<file path="config.mk">
export PLATFORM = sky130hd
export DESIGN_NAME = lc3b_core
export DESIGN_NICKNAME = d
export VERILOG_FILES = /design/src/lc3b_pkg.sv /design/src/lc3b_fetch.sv /design/src/lc3b_regfile.sv /design/src/lc3b_decode.sv /design/src/lc3b_id_ex.sv /design/src/lc3b_execute.sv /design/src/lc3b_core.sv
export SDC_FILE = /design/constraint.sdc
export NUM_CORES = 1
export LEC_CHECK = 0
export ABC_CLOCK_PERIOD_IN_PS = 5100
export BUFFER_PORTS_ARGS = -buffer_cell sky130_fd_sc_hd__buf_2
export CAP_MARGIN = 20
export CORE_MARGIN = 2
export CORE_UTILIZATION = 36
export CTS_CLUSTER_DIAMETER = 30
export DETAILED_ROUTE_END_ITERATION = 10
export PLACE_DENSITY_LB_ADDON = 0.1
export SYNTH_ARGS = -nofsm -noshare
export SYNTH_HDL_FRONTEND = slang
export SYNTH_SLANG_ARGS = --single-unit
</file>
<file path="constraint.sdc">
create_clock -name clk -period 5.1 [get_ports clk]
set_clock_uncertainty 0.05 [all_clocks]
set_input_delay 0.51 -clock clk [delete_from_list [all_inputs] [get_ports clk]]
set_output_delay 0.51 -clock clk [all_outputs]
set_load 0.01 [all_outputs]
</file>
<file path="src/lc3b_pkg.sv">
`default_nettype none

package lc3b_pkg;

    typedef logic [15:0] lc3b_word;
    typedef logic [2:0]  lc3b_reg;
    typedef logic [2:0]  lc3b_nzp;

    // opcode values keep their LC-3b encodings in bits 15:12
    typedef enum logic [3:0]
    {
        op_br   = 4'b0000,
        op_add  = 4'b0001,
        op_ldb  = 4'b0010,
        op_stb  = 4'b0011,
        op_jsr  = 4'b0100,
        op_and  = 4'b0101,
        op_ldr  = 4'b0110,
        op_str  = 4'b0111,
        op_rti  = 4'b1000,
        op_not  = 4'b1001,
        op_ldi  = 4'b1010,
        op_sti  = 4'b1011,
        op_jmp  = 4'b1100,
        op_shf  = 4'b1101,
        op_lea  = 4'b1110,
        op_trap = 4'b1111
    } lc3b_opcode;

    // alu_none must stay at zero so that a cleared control word is a bubble
    typedef enum logic [2:0]
    {
        alu_none  = 3'd0,
        alu_add   = 3'd1,
        alu_and   = 3'd2,
        alu_not   = 3'd3,
        alu_lshf  = 3'd4,
        alu_rshfl = 3'd5,
        alu_rshfa = 3'd6,
        alu_pass  = 3'd7
    } lc3b_aluop;

    typedef struct packed
    {
        lc3b_opcode opcode;
        lc3b_aluop  aluop;
        logic       use_imm;
        logic       reg_write;
        logic       set_cc;
        logic       branch;
        logic       jump;
        logic       link;
        lc3b_nzp    nzp;
        logic       valid;
    } lc3b_control_word;

    typedef struct packed
    {
        lc3b_word         pc;
        lc3b_reg          dest;
        lc3b_reg          src1;
        lc3b_reg          src2;
        lc3b_word         sr1;
        lc3b_word         sr2;
        lc3b_word         imm5;
        lc3b_word         imm4;
        lc3b_word         offset9;
        lc3b_word         offset11;
        lc3b_control_word ctrl;
    } lc3b_decoded;

endpackage

`default_nettype wire

</file>
<file path="src/lc3b_fetch.sv">
`timescale 1ns/10ps
`default_nettype none

module lc3b_fetch
    import lc3b_pkg::*;
#(
    parameter lc3b_word RESET_PC = 16'h0000
)
(
    input  logic     clk,
    input  logic     reset,
    output logic     wb_cyc,
    output logic     wb_stb,
    output logic     wb_we,
    output lc3b_word wb_adr,
    input  lc3b_word wb_dat_i,
    input  logic     wb_ack,
    input  logic     redirect,
    input  lc3b_word redirect_pc,
    output logic     if_valid,
    output lc3b_word if_instr,
    output lc3b_word if_pc
);

    typedef enum logic
    {
        fetch_idle,
        fetch_requesting
    } fetch_state_t;

    fetch_state_t state;
    lc3b_word     pc;
    lc3b_word     discard_pc;
    logic         discard;
    logic         keep_ack;

    assign wb_cyc = (state == fetch_requesting);
    assign wb_stb = (state == fetch_requesting);
    assign wb_we  = 1'b0;
    assign wb_adr = {pc[15:1], 1'b0};

    // an ack is thrown away if it answers a request made before a redirect
    assign keep_ack = wb_ack && wb_stb && !discard && !redirect;

    always_ff @(posedge clk)
    begin
        if (reset)
        begin
            state    <= fetch_idle;
            pc       <= RESET_PC;
            discard  <= 1'b0;
            if_valid <= 1'b0;
        end
        else
        begin
            state    <= fetch_requesting;
            if_valid <= keep_ack;
            if (redirect && wb_stb && !wb_ack)
            begin
                // the address must hold until the pending cycle is acked
                discard <= 1'b1;
            end
            else if (redirect)
            begin
                discard <= 1'b0;
                pc      <= redirect_pc;
            end
            else if (wb_ack && wb_stb && discard)
            begin
                discard <= 1'b0;
                pc      <= discard_pc;
            end
            else if (keep_ack)
            begin
                pc <= pc + 16'd2;
            end
        end
    end

    always_ff @(posedge clk)
    begin
        if (redirect)
            discard_pc <= redirect_pc;
        if (keep_ack)
        begin
            if_instr <= wb_dat_i;
            if_pc    <= pc + 16'd2;
        end
    end

    a_adr_stable: assert property (@(posedge clk) disable iff (reset)
        (wb_stb && !wb_ack) |=> (wb_stb && $stable(wb_adr)));

endmodule

`default_nettype wire

</file>
<file path="src/lc3b_regfile.sv">
`timescale 1ns/10ps
`default_nettype none

module lc3b_regfile
    import lc3b_pkg::*;
(
    input  logic     clk,
    input  logic     reset,
    input  logic     we,
    input  lc3b_reg  wdest,
    input  lc3b_word wdata,
    input  lc3b_reg  rsrc1,
    input  lc3b_reg  rsrc2,
    output lc3b_word rdata1,
    output lc3b_word rdata2
);

    lc3b_word regs [8];

    always_ff @(posedge clk)
    begin
        if (reset)
        begin
            for (int i = 0; i < 8; i++)
                regs[i] <= '0;
        end
        else if (we)
        begin
            regs[wdest] <= wdata;
        end
    end

    // write-through so decode sees the result retiring in the same cycle
    assign rdata1 = (we && wdest == rsrc1) ? wdata : regs[rsrc1];
    assign rdata2 = (we && wdest == rsrc2) ? wdata : regs[rsrc2];

endmodule

`default_nettype wire

</file>
<file path="src/lc3b_decode.sv">
`timescale 1ns/10ps
`default_nettype none

module lc3b_decode
    import lc3b_pkg::*;
(
    input  logic        if_valid,
    input  lc3b_word    if_instr,
    input  lc3b_word    if_pc,
    output lc3b_reg     rsrc1,
    output lc3b_reg     rsrc2,
    input  lc3b_word    rdata1,
    input  lc3b_word    rdata2,
    output logic        advance,
    output lc3b_decoded decoded
);

    lc3b_opcode       opcode;
    lc3b_control_word ctrl;

    assign opcode  = lc3b_opcode'(if_instr[15:12]);
    assign advance = if_valid;

    // base register for JMP and JSRR also sits in bits 8:6
    assign rsrc1 = if_instr[8:6];
    assign rsrc2 = if_instr[2:0];

    always_comb
    begin
        ctrl        = '0;
        ctrl.opcode = opcode;
        ctrl.valid  = if_valid;
        case (opcode)
            op_add, op_and:
            begin
                ctrl.aluop     = (opcode == op_add) ? alu_add : alu_and;
                ctrl.use_imm   = if_instr[5];
                ctrl.reg_write = 1'b1;
                ctrl.set_cc    = 1'b1;
            end
            op_not:
            begin
                ctrl.aluop     = alu_not;
                ctrl.reg_write = 1'b1;
                ctrl.set_cc    = 1'b1;
            end
            op_shf:
            begin
                if (!if_instr[4])
                    ctrl.aluop = alu_lshf;
                else if (!if_instr[5])
                    ctrl.aluop = alu_rshfl;
                else
                    ctrl.aluop = alu_rshfa;
                ctrl.use_imm   = 1'b1;
                ctrl.reg_write = 1'b1;
                ctrl.set_cc    = 1'b1;
            end
            op_lea:
            begin
                // LC-3b leaves the condition codes alone on LEA
                ctrl.aluop     = alu_pass;
                ctrl.reg_write = 1'b1;
            end
            op_br:
            begin
                ctrl.branch = 1'b1;
                ctrl.nzp    = if_instr[11:9];
            end
            op_jmp:
                ctrl.jump = 1'b1;
            op_jsr:
            begin
                // bit 11 picks the PC-relative form over the base register
                ctrl.jump      = 1'b1;
                ctrl.link      = 1'b1;
                ctrl.use_imm   = if_instr[11];
                ctrl.reg_write = 1'b1;
            end
            default:
                ctrl.aluop = alu_none;
        endcase
    end

    always_comb
    begin
        decoded.pc       = if_pc;
        decoded.dest     = ctrl.link ? 3'd7 : if_instr[11:9];
        decoded.src1     = rsrc1;
        decoded.src2     = rsrc2;
        decoded.sr1      = rdata1;
        decoded.sr2      = rdata2;
        decoded.imm5     = {{11{if_instr[4]}}, if_instr[4:0]};
        // the shift amount is unsigned
        decoded.imm4     = {12'd0, if_instr[3:0]};
        decoded.offset9  = {{7{if_instr[8]}}, if_instr[8:0]};
        decoded.offset11 = {{5{if_instr[10]}}, if_instr[10:0]};
        decoded.ctrl     = ctrl;
    end

endmodule

`default_nettype wire

</file>
<file path="src/lc3b_id_ex.sv">
`timescale 1ns/10ps
`default_nettype none

module lc3b_id_ex
    import lc3b_pkg::*;
(
    input  logic        clk,
    input  logic        reset,
    input  logic        advance,
    input  logic        flush,
    input  lc3b_decoded decoded_in,
    output lc3b_decoded decoded_out
);

    logic load;

    // decode never stalls, so a held entry would execute a second time
    assign load = advance && !flush;

    always_ff @(posedge clk)
    begin
        if (reset)
        begin
            decoded_out <= '0;
        end
        else if (load)
        begin
            decoded_out <= decoded_in;
        end
        else
        begin
            decoded_out <= '0;
        end
    end

    // decode marks as valid exactly the instructions that it passes on
    a_advance_valid: assert property (@(posedge clk) disable iff (reset)
        advance == decoded_in.ctrl.valid);

    // every valid entry was fetched from an even address
    a_pc_even: assert property (@(posedge clk) disable iff (reset)
        decoded_out.ctrl.valid |-> !decoded_out.pc[0]);

endmodule

`default_nettype wire

</file>
<file path="src/lc3b_execute.sv">
`timescale 1ns/10ps
`default_nettype none

module lc3b_execute
    import lc3b_pkg::*;
(
    input  logic        clk,
    input  logic        reset,
    input  lc3b_decoded ex,
    output logic        redirect,
    output lc3b_word    redirect_pc,
    output logic        rf_we,
    output lc3b_reg     rf_dest,
    output lc3b_word    rf_wdata,
    output logic        ret_valid,
    output lc3b_word    ret_pc,
    output logic        ret_we,
    output lc3b_reg     ret_dest,
    output lc3b_word    ret_value,
    output lc3b_nzp     ret_nzp
);

    lc3b_nzp  nzp;
    lc3b_nzp  result_nzp;
    lc3b_word operand_b;
    lc3b_word alu_result;
    lc3b_word br_target;
    lc3b_word jsr_target;
    logic [3:0] shamt;

    assign operand_b  = ex.ctrl.use_imm ? ex.imm5 : ex.sr2;
    assign shamt      = ex.imm4[3:0];
    assign br_target  = ex.pc + {ex.offset9[14:0], 1'b0};
    assign jsr_target = ex.pc + {ex.offset11[14:0], 1'b0};

    always_comb
    begin
        case (ex.ctrl.aluop)
            alu_add:   alu_result = ex.sr1 + operand_b;
            alu_and:   alu_result = ex.sr1 & operand_b;
            alu_not:   alu_result = ~ex.sr1;
            alu_lshf:  alu_result = ex.sr1 << shamt;
            alu_rshfl: alu_result = ex.sr1 >> shamt;
            alu_rshfa: alu_result = lc3b_word'($signed(ex.sr1) >>> shamt);
            alu_pass:  alu_result = br_target;
            default:   alu_result = ex.sr1;
        endcase
    end

    // R7 gets the address of the instruction after the JSR
    assign rf_wdata = ex.ctrl.link ? ex.pc : alu_result;
    assign rf_dest  = ex.dest;
    assign rf_we    = ex.ctrl.valid && ex.ctrl.reg_write;

    assign result_nzp = rf_wdata[15] ? 3'b100 : (rf_wdata == '0) ? 3'b010 : 3'b001;

    assign redirect = ex.ctrl.valid &&
                      ((ex.ctrl.branch && |(ex.ctrl.nzp & nzp)) || ex.ctrl.jump);

    always_comb
    begin
        if (ex.ctrl.branch)
            redirect_pc = br_target;
        else if (ex.ctrl.use_imm)
            redirect_pc = jsr_target;
        else
            redirect_pc = ex.sr1;
    end

    always_ff @(posedge clk)
    begin
        if (reset)
        begin
            nzp       <= 3'b010;
            ret_valid <= 1'b0;
        end
        else
        begin
            ret_valid <= ex.ctrl.valid;
            if (ex.ctrl.valid && ex.ctrl.set_cc)
                nzp <= result_nzp;
        end
    end

    always_ff @(posedge clk)
    begin
        ret_pc    <= ex.pc - 16'd2;
        ret_we    <= rf_we;
        ret_dest  <= rf_dest;
        ret_value <= rf_wdata;
        ret_nzp   <= (ex.ctrl.valid && ex.ctrl.set_cc) ? result_nzp : nzp;
    end

    // the flush in ID/EX guarantees a redirect never repeats on the next cycle
    a_redirect_pulse: assert property (@(posedge clk) disable iff (reset)
        redirect |=> !redirect);

endmodule

`default_nettype wire

</file>
<file path="src/lc3b_core.sv">
`timescale 1ns/10ps
`default_nettype none

module lc3b_core
    import lc3b_pkg::*;
#(
    parameter lc3b_word RESET_PC = 16'h0000
)
(
    input  logic     clk,
    input  logic     reset,
    output logic     wb_cyc,
    output logic     wb_stb,
    output logic     wb_we,
    output lc3b_word wb_adr,
    input  lc3b_word wb_dat_i,
    input  logic     wb_ack,
    output logic     ret_valid,
    output lc3b_word ret_pc,
    output logic     ret_we,
    output lc3b_reg  ret_dest,
    output lc3b_word ret_value,
    output lc3b_nzp  ret_nzp
);

    logic        redirect;
    lc3b_word    redirect_pc;
    logic        if_valid;
    lc3b_word    if_instr;
    lc3b_word    if_pc;
    lc3b_reg     rsrc1;
    lc3b_reg     rsrc2;
    lc3b_word    rdata1;
    lc3b_word    rdata2;
    logic        advance;
    lc3b_decoded decoded;
    lc3b_decoded ex;
    logic        rf_we;
    lc3b_reg     rf_dest;
    lc3b_word    rf_wdata;

    lc3b_fetch #(.RESET_PC(RESET_PC)) fetch_i (
        .clk, .reset, .wb_cyc, .wb_stb, .wb_we, .wb_adr, .wb_dat_i, .wb_ack,
        .redirect, .redirect_pc, .if_valid, .if_instr, .if_pc
    );

    lc3b_regfile regfile_i (
        .clk, .reset, .we(rf_we), .wdest(rf_dest), .wdata(rf_wdata),
        .rsrc1, .rsrc2, .rdata1, .rdata2
    );

    lc3b_decode decode_i (
        .if_valid, .if_instr, .if_pc, .rsrc1, .rsrc2, .rdata1, .rdata2,
        .advance, .decoded
    );

    lc3b_id_ex id_ex_i (
        .clk, .reset, .advance, .flush(redirect), .decoded_in(decoded),
        .decoded_out(ex)
    );

    lc3b_execute execute_i (
        .clk, .reset, .ex, .redirect, .redirect_pc, .rf_we, .rf_dest, .rf_wdata,
        .ret_valid, .ret_pc, .ret_we, .ret_dest, .ret_value, .ret_nzp
    );

endmodule

`default_nettype wire

</file>
==> metrics.md, run 1 <==
| Metric | Value |
|---|---|
| Status | `complete, no violations` |
| Area contributors post-synth | `edfxtp_1 (30%), dfxtp_1 (15%), mux4_2 (12%)` |
| Critical Path, Cell by Cell | `mux2_2 -> ha_1 -> fa_1 -> xnor2_1 -> a211o_1 -> o21ai_0 -> a221oi_1 -> o31a_1 -> inv_2 -> nor4_1 -> nand4_1 -> nor3_2 -> a221o_1` |
| Crit Path Max Fanout | `18` |
| CP startpoint kind | `flip-flop` |
| Htree depth | `3` |
| Final hold vios | `0` |
| Commonest non-fill, non-tap cell in the layout | `nor2_1` |
| Placed cell area | `18790 µm²` |
| R2R cell count | `13` |
| Core area | `48850 µm²` |
| Worst setup EP type | `flip-flop` |
| Clk slew on worst S/H paths | `0.04 ns` |
| Routed WL | `60.23 mm` |
| Share of the yosys chip area belonging to registers | `45.05%` |
| Placed wire-length estimate | `41.74 mm` |
| Synthesized cell area | `17820 µm²` |
| Die X | `226.5 µm` |
| Placed insts | `2341` |
| Critical Path Stages | `13` |
| Post-DRT Antenna Nets | `0` |
| Iteration-0 DRC Markers | `1286` |
| Routed length per placed instance | `24.09 µm` |
| Tcrit/Tclk final | `85.29%` |
| Final cell count without fillers | `2500` |
| CTS tree | `yes` |
| Slew HR | `29.37%` |
| CP delay by family, top | `compound AO/OA/AOI/OAI gates` |
| CP max-delay cell | `dfxtp_1` |
| # Post-CTS Setup Buffers | `0` |
| Area Growth Syn to Fin | `22.34%` |
| Hold depth | `1` |
| CP Buf/Inv Count | `1` |
| Most frequent cells in the layout | `nor2_1 (215), edfxtp_1 (176), dfxtp_1 (135)` |
| Minimum clock period | `4.350 ns` |
| Cts bufs inserted | `81` |
| Chip height | `226.5 µm` |
| Initial Utilization | `36.48%` |
| Max Cap Viol | `0` |
| Post-synth EDFFs | `176` |
| Ys async rst share | `0%` |
| Cell count after synthesis | `1700` |
| Seq cells post-synth | `313` |
| Gr usage total | `23.93%` |
| Worst IR Drop VDD | `377.1 µV` |
| Share of post-route cells with drive strength above 1 | `22.11%` |
| Yosys warning total | `0` |
| CTS sink cnt | `313` |
| Leading area contributor after synthesis | `edfxtp_1` |
| Root Buffer | `clkbuf_16` |
| Diodes inserted | `0` |
| Final Total Pwr | `8512 µW` |
| Hold_ws | `0.03980 ns` |
| Slowest cell delay on critical path | `0.75 ns` |
| Netlist cell types | `80` |
| DR vias | `14.07k` |
| Vias in the first global route | `14.06k` |
| Syn avg cell area | `10.48 µm²` |
| Initial antenna violation count | `1` |
| Unrepaired setup endpoints after global routing | `no` |
| First-pass GRT wire length | `90.85 mm` |
| Drt pass-1 iters | `5` |
| Max Freq | `229.9 MHz` |
| Clk_lat worst skew | `0.62 ns` |
| Synth top area share | `29.66%` |
| CTS resizes | `0` |
| Design area | `21800 µm²` |
| DRC viols | `0` |
| Least-Margin Pin Slew | `1.059 ns` |
| Clock Path Buffers | `3` |
| Setup_tns | `0 ns` |
| CP arrival | `4.81 ns` |
| Setup violators final | `0` |
| Die area | `51290 µm²` |
| Routability cong. | `0.9473` |
| Nets | `1827` |
| Count of input and output buffers | `75` |
| Layout fillers | `4685` |
| Final slew viol count | `0` |
| Worst hold path class | `primary input to flip-flop` |
| Io pins | `78` |
| P_leak | `0.008280 µW` |
| Critical path class | `flip-flop to flip-flop` |
| Post-DR vias/cell | `5.629` |
| Prevailing post-synth register cell | `edfxtp_1` |
| Std-Cell Rows | `81` |
| Gr ovfl total | `0` |
| Pwr dens | `390.5 nW/µm²` |
| Largest net degree at the start of global routing | `41` |
| Worst path required time | `5.56 ns` |
-- cell type report --
| class | count | area [µm²] | area share [%] |
|---|---|---|---|
| clock buffers | 107 | 2290 | 10.50 |
| clock inverters | 43 | 608.1 | 2.789 |
| inverters | 60 | 225.2 | 1.033 |
| multi-input cells | 1169 | 8882 | 40.74 |
| flip-flops and latches | 313 | 8030 | 36.84 |
| well taps | 664 | 830.8 | 3.811 |
| repair buffers | 144 | 933.4 | 4.282 |
-- metrics by stage --
stage	utilization (%)	setup WS (ns)
floorplan	-	1.345
global placement	38.47	0.8084
global route	44.63	0.3476
finish	44.63	0.7502
CTS	44.57	0.6602
detailed placement	38.47	0.7010
-- registers in the layout, indices dropped and copies added, names as in the netlist --
name                 cells
execute_i.nzp            3
execute_i.ret_dest       3
execute_i.ret_nzp        3
execute_i.ret_pc        16
execute_i.ret_valid      1
execute_i.ret_value     16
execute_i.ret_we         1
fetch_i.discard          1
fetch_i.discard_pc      16
fetch_i.if_instr        16
fetch_i.if_pc           16
fetch_i.if_valid         1
fetch_i.pc              16
fetch_i.wb_cyc           1
id_ex_i.decoded_out     75
regfile_i.regs         128
-- per-layer routing --
layer / global-route usage (%) / share of wire [%] / vias up
li1: - / - / 6433
met1: 31.38 / 43 / 7040
met2: 39.80 / 48 / 480
met3: 4.147 / 5.6 / 119
met4: 8.489 / 3.1 / 0
met5: 0 / 0 / -
-- synthesized netlist by cell type (all sizes together), types with 5 or more instances --
cell / count
o22ai: 5
o211ai: 17
and2: 34
nor2b: 56
nand2: 109
dfxtp: 137
xnor2: 23
clkbuf: 109
a21o: 8
ha: 37
o221ai: 5
nand3: 25
mux4: 93
edfxtp: 176
nand4: 13
nor2: 216
or2: 5
xor2: 29
nor4: 7
a31oi: 10
a211oi: 88
buf: 50
a211o: 5
mux2i: 48
nand2b: 25
or3: 10
a21oi: 64
nor3: 31
a221oi: 10
o21ai: 75
nor3b: 8
and3: 13
o31ai: 9
inv: 59
o2111ai: 5
mux2: 19
-- cells by family (layout without fill, tap and decap cells) --
logic type / after synthesis / in the layout / synth area share [%]
adder cells (fa/ha/maj): 39 / 39 / 2.823
other: 1 / 2 / 0.02105
AO/OA/AOI/OAI: 345 / 345 / 13.22
multiplexers: 160 / 160 / 15.65
flip-flops: 313 / 313 / 45.05
XOR/XNOR: 52 / 52 / 2.556
AND/OR/NAND/NOR: 571 / 571 / 15.41
buffers and inverters: 219 / 354 / 5.259
-- power breakdown --
part           internal [µW]  total (µW)  switching, µW
Combinational            172         400            228
Sequential              2750        2810           60.0
Clock                   3720        5300           1590
Total                   6640        8510           1880
-- worst reg2reg max path, stage by stage (launching register included) --
cell,delay (ns)
dfxtp_1,0.75
mux2_2,0.41
ha_1,0.22
fa_1,0.46
xnor2_1,0.20
a211o_1,0.14
o21ai_0,0.08
a221oi_1,0.24
o31a_1,0.52
inv_2,0.07
nor4_1,0.41
nand4_1,0.16
nor3_2,0.37
a221o_1,0.21
-- final timing paths --
path | start | to | slack, ns
worst max-delay path | id_ex_i.decoded_out[9] | execute_i.nzp[1] | 0.75
worst min-delay path | wb_dat_i[15] | fetch_i.if_instr[15] | 0.04
worst max register to register | id_ex_i.decoded_out[9] | execute_i.nzp[1] | 0.75
worst min register to register | id_ex_i.decoded_out[119] | execute_i.ret_dest[0] | 0.36
-- timing repair --
| action | in CTS | in global routing |
|---|---|---|
| hold buffers | 8 | 0 |
| hold endpoints to repair | 8 | 0 |
| endpoints found under the setup margin | 0 | 0 |
Note: power is estimated with default switching activity, not from simulation.
==> run 2: changes to the inputs <==
--- a/config.mk
+++ b/config.mk
@@ -5,7 +5,6 @@
 export SDC_FILE = /design/constraint.sdc
 export NUM_CORES = 1
 export LEC_CHECK = 0
-export ABC_CLOCK_PERIOD_IN_PS = 5100
 export BUFFER_PORTS_ARGS = -buffer_cell sky130_fd_sc_hd__buf_2
 export CAP_MARGIN = 20
 export CORE_MARGIN = 2
@@ -13,6 +12,7 @@
 export CTS_CLUSTER_DIAMETER = 30
 export DETAILED_ROUTE_END_ITERATION = 10
 export PLACE_DENSITY_LB_ADDON = 0.1
+export SLEW_MARGIN = 5
 export SYNTH_ARGS = -nofsm -noshare
 export SYNTH_HDL_FRONTEND = slang
 export SYNTH_SLANG_ARGS = --single-unit
==> constraint.sdc (replaced) <==
create_clock -name clk -period 4.3 [get_ports clk]
set_clock_uncertainty 0.05 [all_clocks]
set_input_delay 0.43 -clock clk [delete_from_list [all_inputs] [get_ports clk]]
set_output_delay 0.43 -clock clk [all_outputs]
set_load 0.01 [all_outputs]
==> run 2 against run 1 <==
  * Worst setup slack worse by 0.47 ns
  * Flip-flop and latch count unchanged
  * Sequential share of layout area shrank 0.34 points
  * Wire length decreased by 0.72%
  * Count of clock-buffer cells in the layout down 16
  * Non-clock buffer count rose by 39
  * Combinational power rose by 23%
  * Worst hold slack improved by 0.13 ns
  * Die area unchanged
  * Core utilization up 0.41 points
  * Register-to-register slack worse by 0.47 ns
  * Critical path type unchanged
  * Largest cell class unchanged
  * Largest power group unchanged
==> metrics.md, run 2 (synthesis results as in run 1) <==
| Metric | Value |
|---|---|
| Status | `complete, no violations` |
| Diodes inserted | `0 (unchanged)` |
| Minimum clock period | `4.021 ns (-0.3289 ns)` |
| Hold Crit Start | `reset` |
| Initial antenna violation count | `1 (unchanged)` |
| CP startpoint kind | `flip-flop` |
| Hold endpoint | `execute_i.ret_valid` |
| Drt pass-1 iters | `5 (unchanged)` |
| Post-DRT Antenna Nets | `0 (unchanged)` |
| Htree depth | `3 (unchanged)` |
| Share of post-route cells with drive strength above 1 | `23.53% (+1.4 points)` |
| FF-to-FF Start | `id_ex_i.decoded_out[9]` |
| P_leak | `0.008414 µW (+1.6%)` |
| Worst IR Drop VDD | `331.3 µV (-12%)` |
| Crit Path Max Fanout | `16 (-2)` |
| CTS tree | `yes` |
| Iteration-0 DRC Markers | `1026 (-20%)` |
| Biggest register | `regfile_i.regs` |
| Gr usage total | `23.43% (-0.50 points)` |
| Routed length per placed instance | `23.63 µm (-1.9%)` |
| Cts bufs inserted | `76 (-6.2%)` |
| Worst setup EP type | `flip-flop` |
| Placed cell area | `19030 µm² (+1.3%)` |
| Die X | `226.5 µm (unchanged)` |
| Most frequent cells in the layout | `nor2_1 (215), edfxtp_1 (176), dfxtp_1 (135)` |
| CP arrival | `4.48 ns (-0.33 ns)` |
| Pwr dens | `446.4 nW/µm² (+14%)` |
| Largest net degree at the start of global routing | `49 (+20%)` |
| Nets | `1861 (+1.9%)` |
| Final slew viol count | `0 (unchanged)` |
| Design area | `22000 µm² (+0.93%)` |
| CTS sink cnt | `313 (unchanged)` |
| Std-Cell Rows | `81 (unchanged)` |
| Critical path class | `flip-flop to flip-flop` |
| Tcrit/Tclk final | `93.51% (+8.2 points)` |
| Routability cong. | `0.9515 (+0.44%)` |
| Setup violators final | `0 (unchanged)` |
| Worst reg2reg endpoint | `execute_i.nzp[1]` |
| Gr ovfl total | `0 (unchanged)` |
| Placed insts | `2369 (+1.2%)` |
| Final hold vios | `0 (unchanged)` |
| Max Freq | `248.7 MHz (+8.2%)` |
| DR vias | `14.11k (+0.28%)` |
| Hold depth | `2 (+1)` |
| Post-DR vias/cell | `5.578 (-0.90%)` |
| FF-to-FF setup slack | `0.28 ns (-0.47 ns)` |
| Worst hold path class | `primary input to flip-flop` |
| Commonest non-fill, non-tap cell in the layout | `nor2_1` |
| Chip height | `226.5 µm (unchanged)` |
| Area Growth Syn to Fin | `23.48%` |
| Clock Path Buffers | `3 (unchanged)` |
| Clk_lat worst skew | `0.62 ns (about the same)` |
| Unrepaired setup endpoints after global routing | `no` |
| Largest register FFs | `128 (unchanged)` |
| Max Cap Viol | `0 (unchanged)` |
| Setup_tns | `0 ns (unchanged)` |
| R2R cell count | `13 (unchanged)` |
| Placed wire-length estimate | `42.07 mm (+0.78%)` |
| Count of input and output buffers | `75 (unchanged)` |
| Io pins | `78 (unchanged)` |
| Top flop regs | `regfile_i.regs (128), id_ex_i.decoded_out (75)` |
| Clk slew on worst S/H paths | `0.05 ns (about the same)` |
| Hold_ws | `0.1652 ns (+0.1254 ns)` |
| Worst path required time | `4.76 ns (-0.80 ns)` |
| Die area | `51290 µm² (unchanged)` |
| Least-Margin Pin Slew | `1.022 ns (-0.03780 ns)` |
| Core area | `48850 µm² (unchanged)` |
| Vias in the first global route | `13.90k (-1.2%)` |
| Routed WL | `59.79 mm (-0.72%)` |
| DRC viols | `0 (unchanged)` |
| First-pass GRT wire length | `88.78 mm (-2.3%)` |
| Slew HR | `31.73% (+2.4 points)` |
| Initial Utilization | `36.48% (unchanged)` |
| Root Buffer | `clkbuf_16` |
| Final cell count without fillers | `2530 (+1.2%)` |
## run 2: through the flow
stage	power, µW	setup slack, ns	utilization [%]
3_3_place_gp	3846	0.1151	38.94
3_5_place_dp	3850	0.002885	38.96
2_1_floorplan	3674	0.5450	-
4_1_cts	9921	0.008765	44.94
6_report	9822	0.2791	45.04
5_1_grt	10120	0.07267	45.04
## run 2: critical path, stage by stage (launching register included)
cell and delay [ns]:
dfxtp_1 0.34, buf_4 0.23, mux2_2 0.38, fa_1 0.43, xnor2_1 0.22, a211o_1 0.14, o21ai_0 0.14, a221oi_1 0.38
o31a_1 0.29, inv_2 0.09, nor4_2 0.39, nand4_1 0.24, nor3_2 0.42, a221o_1 0.22
## run 2: per-layer routing
metal	global-route usage [%]	share of wire, %	vias up
met5	0	0	-
met4	8.574	3.2	0
met3	4.263	5.6	119
met2	38.32	48	463
met1	31.03	43	7029
li1	-	-	6501
## run 2: cell type report
| cell class | count | area (µm²) |
|---|---|---|
| Timing Repair Buffer | 183 | 1259 |
| Clock inverter | 50 | 699.4 |
| Clock buffer | 91 | 2051 |
| Tap cell | 664 | 830.8 |
| Inverter | 60 | 225.2 |
| Multi-Input combinational cell | 1169 | 8907 |
| Sequential cell | 313 | 8030 |
| Fill cell | 4686 | 26850 |
## run 2: worst max path at each step
stage	endpoint	from	slack [ns]
floorplan	regfile_i.regs[6][15]	id_ex_i.decoded_out[35]	0.54
global placement	execute_i.nzp[1]	id_ex_i.decoded_out[9]	0.12
detailed placement	execute_i.nzp[1]	id_ex_i.decoded_out[9]	0.003
CTS	execute_i.nzp[1]	id_ex_i.decoded_out[9]	0.009
global route	execute_i.nzp[1]	id_ex_i.decoded_out[9]	0.07
finish	execute_i.nzp[1]	id_ex_i.decoded_out[9]	0.28
## run 2: report_power, final
| part | internal [µW] | switching, µW | total, µW |
|---|---|---|---|
| sequential | 3260 | 59.5 | 3320 |
| clock | 4150 | 1860 | 6010 |
| combinational | 212 | 279 | 492 |
| total | 7620 | 2200 | 9820 |
## run 2: what timing repair did
item / CTS / global route
resized for setup: 1 / 2
buffers inserted: 0 / 2
endpoints found under the setup margin: 3 / 4
hold buffers: 16 / 0
hold endpoints to repair: 16 / 0
pin swaps: 0 / 2
